[src/board_config.svh]
`ifndef BOARD_CONFIG_SVH
`define BOARD_CONFIG_SVH

// ***********************************************************************
// board clock and divisors, simulation values
// ***********************************************************************

`define CLK_MHZ      10     // system clock in MHz

// cycles per slow strobe
// on the board this is CLK_MHZ * 1000000 for one strobe per second
`define SLOW_DIV     16

`define REFRESH_DIV  4      // cycles per digit scan step

// ***********************************************************************
// display
// ***********************************************************************

`define W_DIGIT      4      // seven-segment digits on the board

`endif

[src/board_pkg.sv]
`default_nettype none

`include "board_config.svh"

package board_pkg;

    // ***********************************************************************
    // conditioned board inputs, active high after sync
    // ***********************************************************************

    typedef struct packed {
        logic step;                     // step button
        logic spare;                    // second key, free for other labs
    } key_t;

    typedef struct packed {
        logic [1:0] step_sel;           // step size is 1 << step_sel
        logic       auto_run;           // let the slow strobe step the counter
        logic       down;               // count downward
    } sw_t;

    // ***********************************************************************
    // display drive
    // ***********************************************************************

    // segment a sits in the msb, h is the decimal point
    typedef struct packed {
        logic a;
        logic b;
        logic c;
        logic d;
        logic e;
        logic f;
        logic g;
        logic h;
    } seg_t;

    typedef struct packed {
        seg_t                 seg;      // active high pattern
        logic [`W_DIGIT-1:0]  digit;    // one-hot digit enable
    } disp_t;

endpackage

`default_nettype wire

[src/board_specific_top.sv]
`default_nettype none

`include "board_config.svh"

module board_specific_top
    import board_pkg::*;
(
    input  logic                  clk,
    input  logic                  rst_n,

    input  logic [$bits(key_t)-1:0] KEY,        // active low
    input  logic [$bits(sw_t)-1:0]  SW,         // active low

    output logic [3:0]            LED,          // active low
    output logic [$bits(seg_t)-1:0] HGFEDCBA,
    output logic [`W_DIGIT-1:0]   DIGIT
);

    key_t        key;
    sw_t         sw;
    logic        slow_tick;
    logic [15:0] count;
    logic [3:0]  led;
    disp_t       disp;

    // ***********************************************************************
    // input conditioning
    // ***********************************************************************

    input_sync #(.data_t(key_t)) i_key_sync
    (
        .clk   ( clk        ),
        .rst_n ( rst_n      ),
        .pins  ( key_t'(KEY) ),
        .level ( key        )
    );

    input_sync #(.data_t(sw_t)) i_sw_sync
    (
        .clk   ( clk        ),
        .rst_n ( rst_n      ),
        .pins  ( sw_t'(SW)  ),
        .level ( sw         )
    );

    // ***********************************************************************
    // lab blocks
    // ***********************************************************************

    slow_strobe_gen #(.DIV(`SLOW_DIV)) i_slow_strobe_gen
    (
        .clk   ( clk       ),
        .rst_n ( rst_n     ),
        .tick  ( slow_tick )
    );

    hex_counter_lab i_lab
    (
        .clk       ( clk       ),
        .rst_n     ( rst_n     ),
        .key       ( key       ),
        .sw        ( sw        ),
        .slow_tick ( slow_tick ),
        .count     ( count     ),
        .led       ( led       )
    );

    seven_seg_mux i_seven_seg_mux
    (
        .clk   ( clk   ),
        .rst_n ( rst_n ),
        .value ( count ),
        .disp  ( disp  )
    );

    // ***********************************************************************
    // board polarity and segment order
    // ***********************************************************************

    assign LED   = ~led;            // board LEDs light on low
    assign DIGIT = disp.digit;

    // bit 0 of the bus drives segment a
    for (genvar i = 0; i < $bits(seg_t); i++)
    begin : g_seg_rev
        assign HGFEDCBA[i] = disp.seg[$bits(seg_t) - 1 - i];
    end

endmodule

`default_nettype wire

[src/hex_counter_lab.sv]
`default_nettype none

// lab core: 16-bit hex up/down counter
// a button press or a slow strobe (with auto_run) moves it by one step
module hex_counter_lab
    import board_pkg::*;
(
    input  logic        clk,
    input  logic        rst_n,
    input  key_t        key,
    input  sw_t         sw,
    input  logic        slow_tick,
    output logic [15:0] count,
    output logic [3:0]  led
);

    // ***********************************************************************
    // press detection
    // ***********************************************************************

    logic step_d;       // key.step one cycle ago
    logic press;        // registered rising edge of the step key

    always_ff @(posedge clk)
    begin
        if (!rst_n)
        begin
            step_d <= 1'b0;
            press  <= 1'b0;
        end
        else
        begin
            step_d <= key.step;
            press  <= key.step & ~step_d;
        end
    end

    // ***********************************************************************
    // step counter
    // ***********************************************************************

    logic        step;
    logic [15:0] delta;

    // a press and a strobe in the same cycle give a single step
    assign step  = press | (slow_tick & sw.auto_run);
    assign delta = 16'(1) << sw.step_sel;   // 1, 2, 4 or 8

    always_ff @(posedge clk)
    begin
        if (!rst_n)
            count <= '0;
        else if (step)
        begin
            if (sw.down)
                count <= count - delta;     // wraps modulo 2^16
            else
                count <= count + delta;
        end
    end

    assign led = count[3:0];

endmodule

`default_nettype wire

[src/input_sync.sv]
`default_nettype none

// double flop synchronizer for board pins
// pins are active low, the inversion happens in front of the first stage
module input_sync
    import board_pkg::*;
#(
    parameter type data_t = key_t
)
(
    input  logic  clk,
    input  logic  rst_n,
    input  data_t pins,
    output data_t level
);

    data_t meta;    // first stage, may go metastable

    always_ff @(posedge clk)
    begin
        if (!rst_n)
        begin
            meta  <= data_t'('0);
            level <= data_t'('0);                // everything released
        end
        else
        begin
            meta  <= data_t'(~pins);
            level <= meta;
        end
    end

endmodule

`default_nettype wire

[src/seven_seg_mux.sv]
`default_nettype none

`include "board_config.svh"

// time-multiplexed driver for the seven-segment digits
module seven_seg_mux
    import board_pkg::*;
(
    input  logic        clk,
    input  logic        rst_n,
    input  logic [15:0] value,
    output disp_t       disp
);

    localparam int W_DIV = ($clog2(`REFRESH_DIV) > 0) ? $clog2(`REFRESH_DIV) : 1;
    localparam int W_IDX = ($clog2(`W_DIGIT) > 0) ? $clog2(`W_DIGIT) : 1;

    // standard hex font, h stays dark
    function automatic seg_t hex_font(input logic [3:0] nibble);
        case (nibble)
            4'h0: hex_font = 8'b1111_1100;
            4'h1: hex_font = 8'b0110_0000;
            4'h2: hex_font = 8'b1101_1010;
            4'h3: hex_font = 8'b1111_0010;
            4'h4: hex_font = 8'b0110_0110;
            4'h5: hex_font = 8'b1011_0110;
            4'h6: hex_font = 8'b1011_1110;
            4'h7: hex_font = 8'b1110_0000;
            4'h8: hex_font = 8'b1111_1110;
            4'h9: hex_font = 8'b1111_0110;
            4'ha: hex_font = 8'b1110_1110;
            4'hb: hex_font = 8'b0011_1110;
            4'hc: hex_font = 8'b1001_1100;
            4'hd: hex_font = 8'b0111_1010;
            4'he: hex_font = 8'b1001_1110;
            default: hex_font = 8'b1000_1110;   // F
        endcase
    endfunction

    // ***********************************************************************
    // scan control
    // ***********************************************************************

    logic [W_DIV-1:0] div_cnt;
    logic [W_IDX-1:0] idx;
    logic [W_IDX-1:0] idx_nxt;
    logic             scan_step;
    logic [3:0]       nibble;

    assign scan_step = (div_cnt == W_DIV'(`REFRESH_DIV - 1));

    always_comb
    begin
        idx_nxt = idx;
        if (scan_step)
            idx_nxt = (idx == W_IDX'(`W_DIGIT - 1)) ? '0 : idx + W_IDX'(1);
    end

    assign nibble = value[4 * idx_nxt +: 4];   // nibble for the digit about to be lit

    // ***********************************************************************
    // output register, pattern and enable move together
    // ***********************************************************************

    always_ff @(posedge clk)
    begin
        if (!rst_n)
        begin
            div_cnt    <= '0;
            idx        <= '0;
            disp.seg   <= '0;
            disp.digit <= `W_DIGIT'(1);         // digit 0 lit
        end
        else
        begin
            div_cnt    <= scan_step ? '0 : div_cnt + W_DIV'(1);
            idx        <= idx_nxt;
            disp.seg   <= hex_font(nibble);
            disp.digit <= `W_DIGIT'(1) << idx_nxt;
        end
    end

endmodule

`default_nettype wire

[src/slow_strobe_gen.sv]
`default_nettype none

`include "board_config.svh"

// one-cycle enable every DIV clocks, stands in for a slow clock
module slow_strobe_gen
#(
    parameter int DIV = `SLOW_DIV
)
(
    input  logic clk,
    input  logic rst_n,
    output logic tick
);

    localparam int W_CNT = (DIV > 1) ? $clog2(DIV) : 1;

    logic [W_CNT-1:0] cnt;
    logic             wrap;

    assign wrap = (cnt == W_CNT'(DIV - 1));

    always_ff @(posedge clk)
    begin
        if (!rst_n)
        begin
            cnt  <= '0;
            tick <= 1'b0;
        end
        else
        begin
            cnt  <= wrap ? '0 : cnt + W_CNT'(1);
            tick <= wrap;                       // high for the wrap cycle only
        end
    end

endmodule

`default_nettype wire

[config.mk]
export PLATFORM = sky130hd
export DESIGN_NAME = board_specific_top
export DESIGN_NICKNAME = d
export VERILOG_FILES = /design/src/board_pkg.sv /design/src/board_specific_top.sv /design/src/hex_counter_lab.sv /design/src/input_sync.sv /design/src/seven_seg_mux.sv /design/src/slow_strobe_gen.sv
export VERILOG_INCLUDE_DIRS = /design/src
export SDC_FILE = /design/constraint.sdc
export NUM_CORES = 1
export LEC_CHECK = 0
export BUFFER_PORTS_ARGS = -buffer_cell sky130_fd_sc_hd__buf_4
export CORE_UTILIZATION = 50
export CTS_BUF_LIST = sky130_fd_sc_hd__clkbuf_16
export DETAILED_ROUTE_END_ITERATION = 6
export GPL_TIMING_DRIVEN = 1
export PLACE_DENSITY = 0.68
export SLEW_MARGIN = 20
export SYNTH_ARGS = -nofsm -noshare
export SYNTH_HDL_FRONTEND = slang
export SYNTH_HIERARCHICAL = 1
export SYNTH_SLANG_ARGS = --single-unit
[constraint.sdc]
create_clock -name clk -period 2.4 [get_ports clk]
set_input_delay 0.24 -clock clk [delete_from_list [all_inputs] [get_ports clk]]
set_output_delay 0.24 -clock clk [all_outputs]
set_load 0.005 [all_outputs]
# --- Yosys cells after proc, flatten, opt, wreduce, memory -nomap -nowiden ---
# Memories as Yosys holds them, arrays and structs flattened. A register that Yosys moved wholly into a read port is not among the register bits.
# Index checks and enable logic that the tools add are counted.
totals:
  elab_cells: 43
  romBits: 112
  register_bits: 42
  memories: 1
op_classes:
  eq_ne: 3
  add_sub_neg: 5
  n_reduce_logical: 3
  bitwise: 8
  muxes: 3
  shifts: 3
mem_list:
  columns: ["name", "words", "word_bits", "read_ports", "rd_clocked_by_memory_dff", "wr", "line_no", "text"]
  rows:
  - ["(no name shown)", 16, 7, 1, 1, 0, "seven_seg_mux.sv:20", "case (nibble)"]
op_table:
  columns: ["operator", "count"]
  rows:
  - ["adder 16 bit", 1]
  - ["2-to-1 mux 16 bit", 1]
  - ["indexed part select 16 x 5 -> 4 bit", 1]
  - ["left shift 1 x 2 -> 16 bit (first input constant)", 1]
  - ["subtractor 16 bit", 1]
  - ["inverter 4 bit", 2]
  - ["adder 2 x 1 -> 2 bit (second input constant)", 2]
  - ["adder 4 x 1 -> 4 bit (second input constant)", 1]
  - ["equality test 2 bit (second input constant)", 2]
  - ["equality test 4 bit (second input constant)", 1]
  - ["2-to-1 mux 2 bit", 2]
  - ["OR reduction 2 bit", 2]
  - ["left shift 1 x 2 -> 4 bit (first input constant)", 1]
  - ["bitwise AND 1 bit", 2]
  - ["inverter 1 bit", 2]
  - ["inverter 2 bit", 1]
  - ["zero test 1 bit", 1]
  - ["OR 1 bit", 1]

# --- Logic depth before layout (Yosys ltp) ---
# Gate-level depths: netlist (run 1).
logic_depth:
  word_depth: 4
  mapped_depth: 10
  depth_no_buf: 10

# --- By module ---
# Netlist (run 1), hierarchy kept.
by_module_without_submodules:
  columns: ["mod", "instances", "seq_area_each_um2", "area_each_um2", "cells_per_inst"]
  rows:
  - ["hex_counter_lab", 1, 360.3, 1490.2, 184]
  - ["seven_seg_mux", 1, 300.3, 922.1, 89]
  - ["input_sync (i_sw_sync)", 1, 160.2, 220.2, 16]
  - ["slow_strobe_gen", 1, 100.1, 183.9, 18]
  - ["input_sync (i_key_sync)", 1, 80.1, 107.6, 8]
  - ["board_specific_top", 1, 0.0, 15.0, 4]

# --- Worst setup path before layout (run 1) ---
# Ideal clock, no wire load.
synth_path:
  path_type: "register to register"
  startpoint: "reg i_sw_sync/level[0] in the netlist's numbering"
  endpoint: "reg i_lab.count[15]"
  period_less_slack_ns: 2.638
  path_stages_with_launch: 10
  arrival_ns: 2.568
  path_buffers: 2
  setup_ns: 0.070
  slack_ns: -0.238
  cell_sequence: "dfxtp_1 > clkbuf_1 > ha_1 > buf_6 > a2111o_1 > a31oi_2 > nor3_1 > o31a_1 > or4_1 > a21oi_1"
synth_via:
  elab_chain_len: 1
synth_rtl:
  columns: ["item", "line_no", "text"]
  rows:
  - ["start, declared", "input_sync.sv:14", "output data_t level"]
  - ["start signal, assigned", "input_sync.sv:24", "level <= data_t'('0);"]
  - ["start signal, assigned", "input_sync.sv:29", "level <= meta;"]
  - ["2-to-1 mux 16 bit", "hex_counter_lab.sv:55", "if (sw.down)"]
  - ["end signal, assigned", "hex_counter_lab.sv:56", "count <= count - delta;"]
  - ["end signal, assigned", "hex_counter_lab.sv:58", "count <= count + delta;"]
  - ["end, declared", "hex_counter_lab.sv:13", "output logic [15:0] count,"]
# Every way passes these cells.
# A chain may end at the register's enable or synchronous reset.

# --- Worst setup path in the final report (run 1) ---
# Ends and elaborated chain as after synthesis.

==> impl_metrics.py, run 1 <==
metrics = {
    "timing": {
        "holdWs_ps": 228,
        "fin_ws_ps": -7.24,
        "setup_viol": 1,
        "hold_viol": 0,
        "tns_ps": -7.24,
        "rsz0062_at_grt": "yes",
        "fin_crit_sh_pct": 100,
        "fin_crit_ps": 2410,
        "fmax_ghz": 0.415,
        "slew_violations": 0,
        "skew_ps": 4.52,
    },
    "cts": {
        "clkTransAtPathRegs_ps": 60,
        "hold_buffers": 0,
        "clock-sinks": 48,
        "cts_root_buf": "clkbuf_16",
        "numCtsBuffers": 5,
        "clk_path_buf_depth": 2,
        "htree_num_levels": 2,
        "cts_tree": "built",
        "clk_latency_ps": 290,
    },
    "cells_and_area": {
        "nets": 407,
        "drive_above_1_share_pct": 37.0,
        "area_growth_pct": 33.4,
        "n_fill_cell": 446,
        "n_antenna_cell": 0,
        "final_util_pct": 69.5,
        "final_area_mm2": 0.00385,
    },
    "routing": {
        "avgViaCountPerCell": 5.66,
        "wire_per_inst_um": 15.4,
        "drc": 0,
        "drtIter0Drc": 145,
        "totalWireLength_um": 6840,
        "vias": 2517,
        "dr.pass1.iters": 4,
        "ant_nets": 0,
    },
    "floorplanning": {
        "io_pins": 24,
        "num_rows": 27,
        "coreArea_mm2": 0.00554,
        "initial_core_util_pct": 52.1,
        "die_w_um": 78.0,
        "fp.dieH_um": 78.0,
        "dieArea_mm2": 0.00608,
    },
    "grt": {
        "grt_use_total_pct": 22.5,
        "grt-ovfl-total": 0,
        "grt_start_max_net_pins": 31,
        "antenna_found_initial": 0,
        "grt_pass1_vias": 2405,
        "grt_pass1_wl_um": 10800,
    },
    "critical_path": {
        "r2r-end": "i_lab/count[15]",
        "cp-start-kind": "register",
        "cp-end-kind": "register",
        "startpoint": "i_sw_sync/level[0]",
        "worstRegToRegCells": 8,
        "critPathKind": "reg2reg",
        "rr_startpoint": "i_sw_sync/level[0]",
        "critPathMaxFanout": 7,
        "r2r_slack_ps": -7,
        "critPathRequiredTime_ps": 2620,
        "critPathArrivalTime_ps": 2630,
    },
    "synthesis": {
        "syn-num-nets": 350,
        "synth_area_mm2": 0.00289,
        "synth_warnings": 6,
        "avgSynthCellArea_um2": 9.16,
        "syn_inst": 315,
    },
    "min_path": {
        "hold-path-endpoint": "i_key_sync/meta[1]",
        "hold_start": "KEY[1]",
        "hold_class": "in2reg",
        "whs_path_depth": 2,
    },
    "place": {
        "numPortBuffers": 21,
        "dp_hpwl_um": 4790,
        "post-place-ws_ps": -123,
        "globalplace.congestion": 0.838,
        "dpl_cell_area_mm2": 0.00334,
    },
    "power": {
        "internal_power_uw": 1470,
        "power_leakage_uw": 0.00167,
        "ir_drop_v": 0.000381,
        "combPwrFrac_pct": 15.1,
        "p_per_area_mw_per_mm2": 499,
        "switching_power_uw": 447,
        "clockPowerShare_pct": 40.4,
        "switching_share_pct": 23.3,
        "pwr-share-seq_pct": 44.5,
    },
    "outcome": {
        "violations": "setup timing",
        "status": "complete, but fails checks",
    },
    "job": {
        "drv_cap": 0,
    },
}
-- cell usage in the layout, fill, tap and decap left out, drive strengths merged, types with 2 or more instances in the layout --
| cell | instances |
|---|---|
| and2b | 5 |
| o31a | 3 |
| nor2 | 18 |
| nor4b | 2 |
| and3 | 6 |
| or3 | 5 |
| nand3 | 14 |
| and2 | 6 |
| a211oi | 6 |
| buf | 70 |
| or2 | 2 |
| nand2 | 12 |
| o21a | 5 |
| or4 | 2 |
| nand2b | 2 |
| nor2b | 5 |
| a31oi | 5 |
| dfxtp | 48 |
| xnor2 | 2 |
| ha | 26 |
| mux4 | 3 |
| clkbuf | 5 |
| a21o | 10 |
| a311o | 2 |
| o21ai | 10 |
| nor3 | 4 |
| inv | 22 |
| xor2 | 4 |
| o21ba | 2 |
| a21oi | 19 |
| o211ai | 3 |
| o21bai | 3 |
| or4b | 2 |
| o31ai | 2 |
| nand4 | 3 |
| a2111oi | 2 |
| mux2i | 3 |
| nor3b | 4 |
| mux2 | 4 |
-- sequential cells by signal (all words and copies together) (netlist names) --
name	flops
i_lab/count	16
i_seven_seg_mux/disp	11
i_slow_strobe_gen/cnt	4
i_sw_sync/level	4
i_sw_sync/meta	4
i_seven_seg_mux/div_cnt	2
i_seven_seg_mux/idx	2
i_key_sync/level	1
i_key_sync/meta	1
i_lab/press	1
i_lab/step_d	1
i_slow_strobe_gen/tick	1
-- power by group through the flow --
stage | Clock, uW | Sequential [uW] | Combinational (uW)
floorplan | 0 | 871 | 168
global route | 823 | 859 | 320
detailed placement | 0 | 872 | 260
finish | 776 | 855 | 290
global placement | 0 | 869 | 251
CTS | 793 | 856 | 272
-- metrics by stage --
stage | std cells | power [uW]
final | 445 | 1920
after detailed placement | 421 | 1130
after global placement | 421 | 1120
after global routing | 445 | 2000
after CTS | 434 | 1920
after floorplan | 315 | 1040
-- critical path, stage by stage (launching register included) --
cell and delay (ps):
dfxtp_4 380, buf_6 130, ha_4 250, a2111o_1 410, a31oi_4 190, nor3_2 70
o31a_1 320, or4_4 490, a21oi_2 120
-- final cells by class --
type / instances / area (um^2) / share of cell area (%)
Inverter: 21 / 78.8 / 2.05
Tap cell: 72 / 90.1 / 2.34
Sequential cell: 48 / 972 / 25.3
Timing Repair Buffer: 71 / 557 / 14.5
Clock inverter: 3 / 38.8 / 1.01
Multi-Input combinational cell: 225 / 1990 / 51.6
Clock buffer: 5 / 125 / 3.25
-- worst max-delay path by stage --
| stage | endpoint | slack [ps] | cells after the start |
|---|---|---|---|
| floorplan | i_lab/count[15] | -20 | 9 |
| global placement | i_lab/count[14] | -70 | 8 |
| detailed placement | i_lab/count[14] | -120 | 8 |
| CTS | i_lab/count[15] | -20 | 8 |
| global route | i_lab/count[15] | -80 | 8 |
| finish | i_lab/count[15] | -7 | 8 |
-- layer usage --
layer / vias to the layer above / wire (um) / GRT usage, %
li1: 1253 / - / -
met1: 1191 / 2890 / 26.8
met2: 59 / 3510 / 40.8
met3: 14 / 311 / 3.18
met4: 0 / 129 / 7.96
met5: - / 0 / 0
-- what timing repair did --
item	CTS	global route
endpoints found under the setup margin	5	10
pin swaps	16	21
resized for setup	23	25
setup buffers	5	12
Note: power is estimated with default switching activity, not from simulation.
==> inputs of run 2 (changes only) <==
GPL_TIMING_DRIVEN = 0   (was 1)
==> impl_metrics.py, run 2 (same netlist as run 1, synthesis figures left out) <==
metrics = {
    "outcome": {
        "status": "complete, but fails checks",
        "violations": "setup timing",
    },
    "floorplanning": {
        "num_rows": 27,
        "coreArea_mm2": 0.00554,
        "io_pins": 24,
        "initial_core_util_pct": 52.1,
        "die_w_um": 78.0,
        "fp.dieH_um": 78.0,
        "dieArea_mm2": 0.00608,
    },
    "place": {
        "dp.cells": 408,
        "dp_hpwl_um": 4450,
        "numPortBuffers": 21,
        "globalplace.congestion": 0.900,
    },
    "routing": {
        "drc": 0,
        "dr.pass1.iters": 4,
        "drtIter0Drc": 97,
        "vias": 2439,
        "wire_per_inst_um": 15.3,
        "avgViaCountPerCell": 5.70,
        "ant_nets": 0,
        "totalWireLength_um": 6540,
    },
    "grt": {
        "grt_pass1_vias": 2268,
        "grt_start_max_net_pins": 22,
        "grt_pass1_wl_um": 10600,
        "grt-ovfl-total": 0,
        "grt_use_total_pct": 22.4,
        "antenna_found_initial": 0,
    },
    "cells_and_area": {
        "reg.largest.list": "i_lab/count: 16 flops, i_seven_seg_mux/disp: 11 flops",
        "nets": 390,
        "regArea_um2": 978,
        "n_antenna_cell": 0,
        "area_growth_pct": 26.8,
        "top_register": "i_lab/count",
        "drive_above_1_share_pct": 31.2,
        "final_cell_mix": "dfxtp_1 (42), buf_4 (42), inv_1 (20), nor2_1 (17), ha_1 (17)",
        "largest_register_ffs": 16,
        "stdcell_count": 428,
        "n_fill_cell": 462,
        "multi_input_comb_area_mm2": 0.00195,
    },
    "power": {
        "switching_share_pct": 23.0,
        "p_per_area_mw_per_mm2": 518,
        "combPwrFrac_pct": 14.3,
        "pwr-share-seq_pct": 45.2,
        "clockPowerShare_pct": 40.5,
        "ir_drop_v": 0.000355,
        "internal_power_uw": 1460,
        "power_leakage_uw": 0.00154,
        "switching_power_uw": 437,
    },
    "critical_path": {
        "critPathKind": "reg2reg",
        "critPathSlowestCell": "or4_1",
        "cp-start-kind": "register",
        "path_cells": "clkbuf_16, ha_4, buf_6, a2111o_1, a31oi_4, nor3_2, o31a_1, or4_1, a21oi_1",
        "critPathMaxFanout": 7,
        "critPathArrivalTime_ps": 2700,
        "critPathTopFamily": "compound AO/OA/AOI/OAI gates",
        "cp.buffers_inverters": 2,
        "critPathRequiredTime_ps": 2610,
        "max_stage_delay_ps": 470,
        "cp-end-kind": "register",
    },
    "cts": {
        "clkTransAtPathRegs_ps": 60,
        "clk_path_buf_depth": 2,
        "cts_root_buf": "clkbuf_16",
        "htree_num_levels": 2,
        "hold_buffers": 0,
        "cts_tree": "built",
        "clock-sinks": 48,
        "numCtsBuffers": 5,
        "clk_latency_ps": 280,
    },
    "timing": {
        "skew_ps": 5.47,
        "worstMarginPinSlew_ps": 559,
        "slew_violations": 0,
        "fin_ws_ps": -81.7,
        "fmax_ghz": 0.403,
        "rsz0062_at_grt": "yes",
        "hold_viol": 0,
        "fin_crit_sh_pct": 103,
        "maxSlewHeadroom_pct": 62.7,
        "fin_crit_ps": 2480,
        "tns_ps": -128,
        "setup_viol": 2,
    },
    "min_path": {
        "hold_class": "in2reg",
    },
    "job": {
        "drv_cap": 0,
    },
}
[run 2: changes by cell type in the layout (fill, tap and decap cells not counted), sizes merged]
| cell | delta |
|---|---|
| clkbuf | +9 |
| dlymetal6s2s | -1 |
| buf | -25 |
[run 2: path summary, 6_finish.rpt]
| path | endpoint | slack [ps] | from | cells past startpoint |
|---|---|---|---|---|
| max | i_lab/count[15] | -80 | i_sw_sync/level[0] | 9 |
| min | i_key_sync/meta[1] | 230 | KEY[1] | 2 |
| max reg2reg | i_lab/count[15] | -80 | i_sw_sync/level[0] | 9 |
| min reg2reg | i_lab/press | 390 | i_lab/step_d | 1 |
[run 2: through the flow]
step | utilization (%) | instance area [um^2] | total power [uW] | hold slack (ps) | setup WS [ps]
after global routing | 66.0 | 3660 | 1980 | 232 | -126
final | 66.0 | 3660 | 1890 | 233 | -81.7
after detailed placement | 58.0 | 3210 | 1110 | 382 | -244
after floorplan | - | 2960 | 1040 | 362 | -15.4
after CTS | 64.3 | 3560 | 1900 | 231 | -69.9
after global placement | 58.0 | 3210 | 1110 | 372 | -215
[run 2: routing by layer]
metal  vias to the layer above  global-route usage (%)  wire, um
met5                         -                       0         0
met4                         0                    7.41       117
met3                        12                    4.47       264
met2                        61                    39.8      3190
met1                      1145                    26.8      2960
li1                       1221                       -         -
[run 2: final cells by class]
| type | count | area share (%) |
|---|---|---|
| flip-flops and latches | 48 | 26.7 |
| inverters | 21 | 2.15 |
| clock buffers | 5 | 3.42 |
| plain buffers | 17 | 3.39 |
| multi-input cells | 225 | 53.2 |
| repair buffers | 37 | 7.59 |
| well taps | 72 | 2.46 |
| clock inverters | 3 | 1.06 |
[run 2: what timing repair did]
| item | CTS | global route |
|---|---|---|
| setup endpoints to repair | 5 | 10 |
| pin swaps | 10 | 12 |
| buffers inserted | 12 | 4 |
| gates resized for setup | 24 | 21 |
| hold endpoints to repair | 0 | 0 |
[run 2: power groups by stage]
| stage | registers, uW | clock network, uW | logic, uW |
|---|---|---|---|
| final | 857 | 768 | 270 |
| after global placement | 872 | 0 | 234 |
| after detailed placement | 873 | 0 | 240 |
| after global routing | 860 | 821 | 297 |
| after floorplan | 871 | 0 | 168 |
| after CTS | 856 | 787 | 260 |
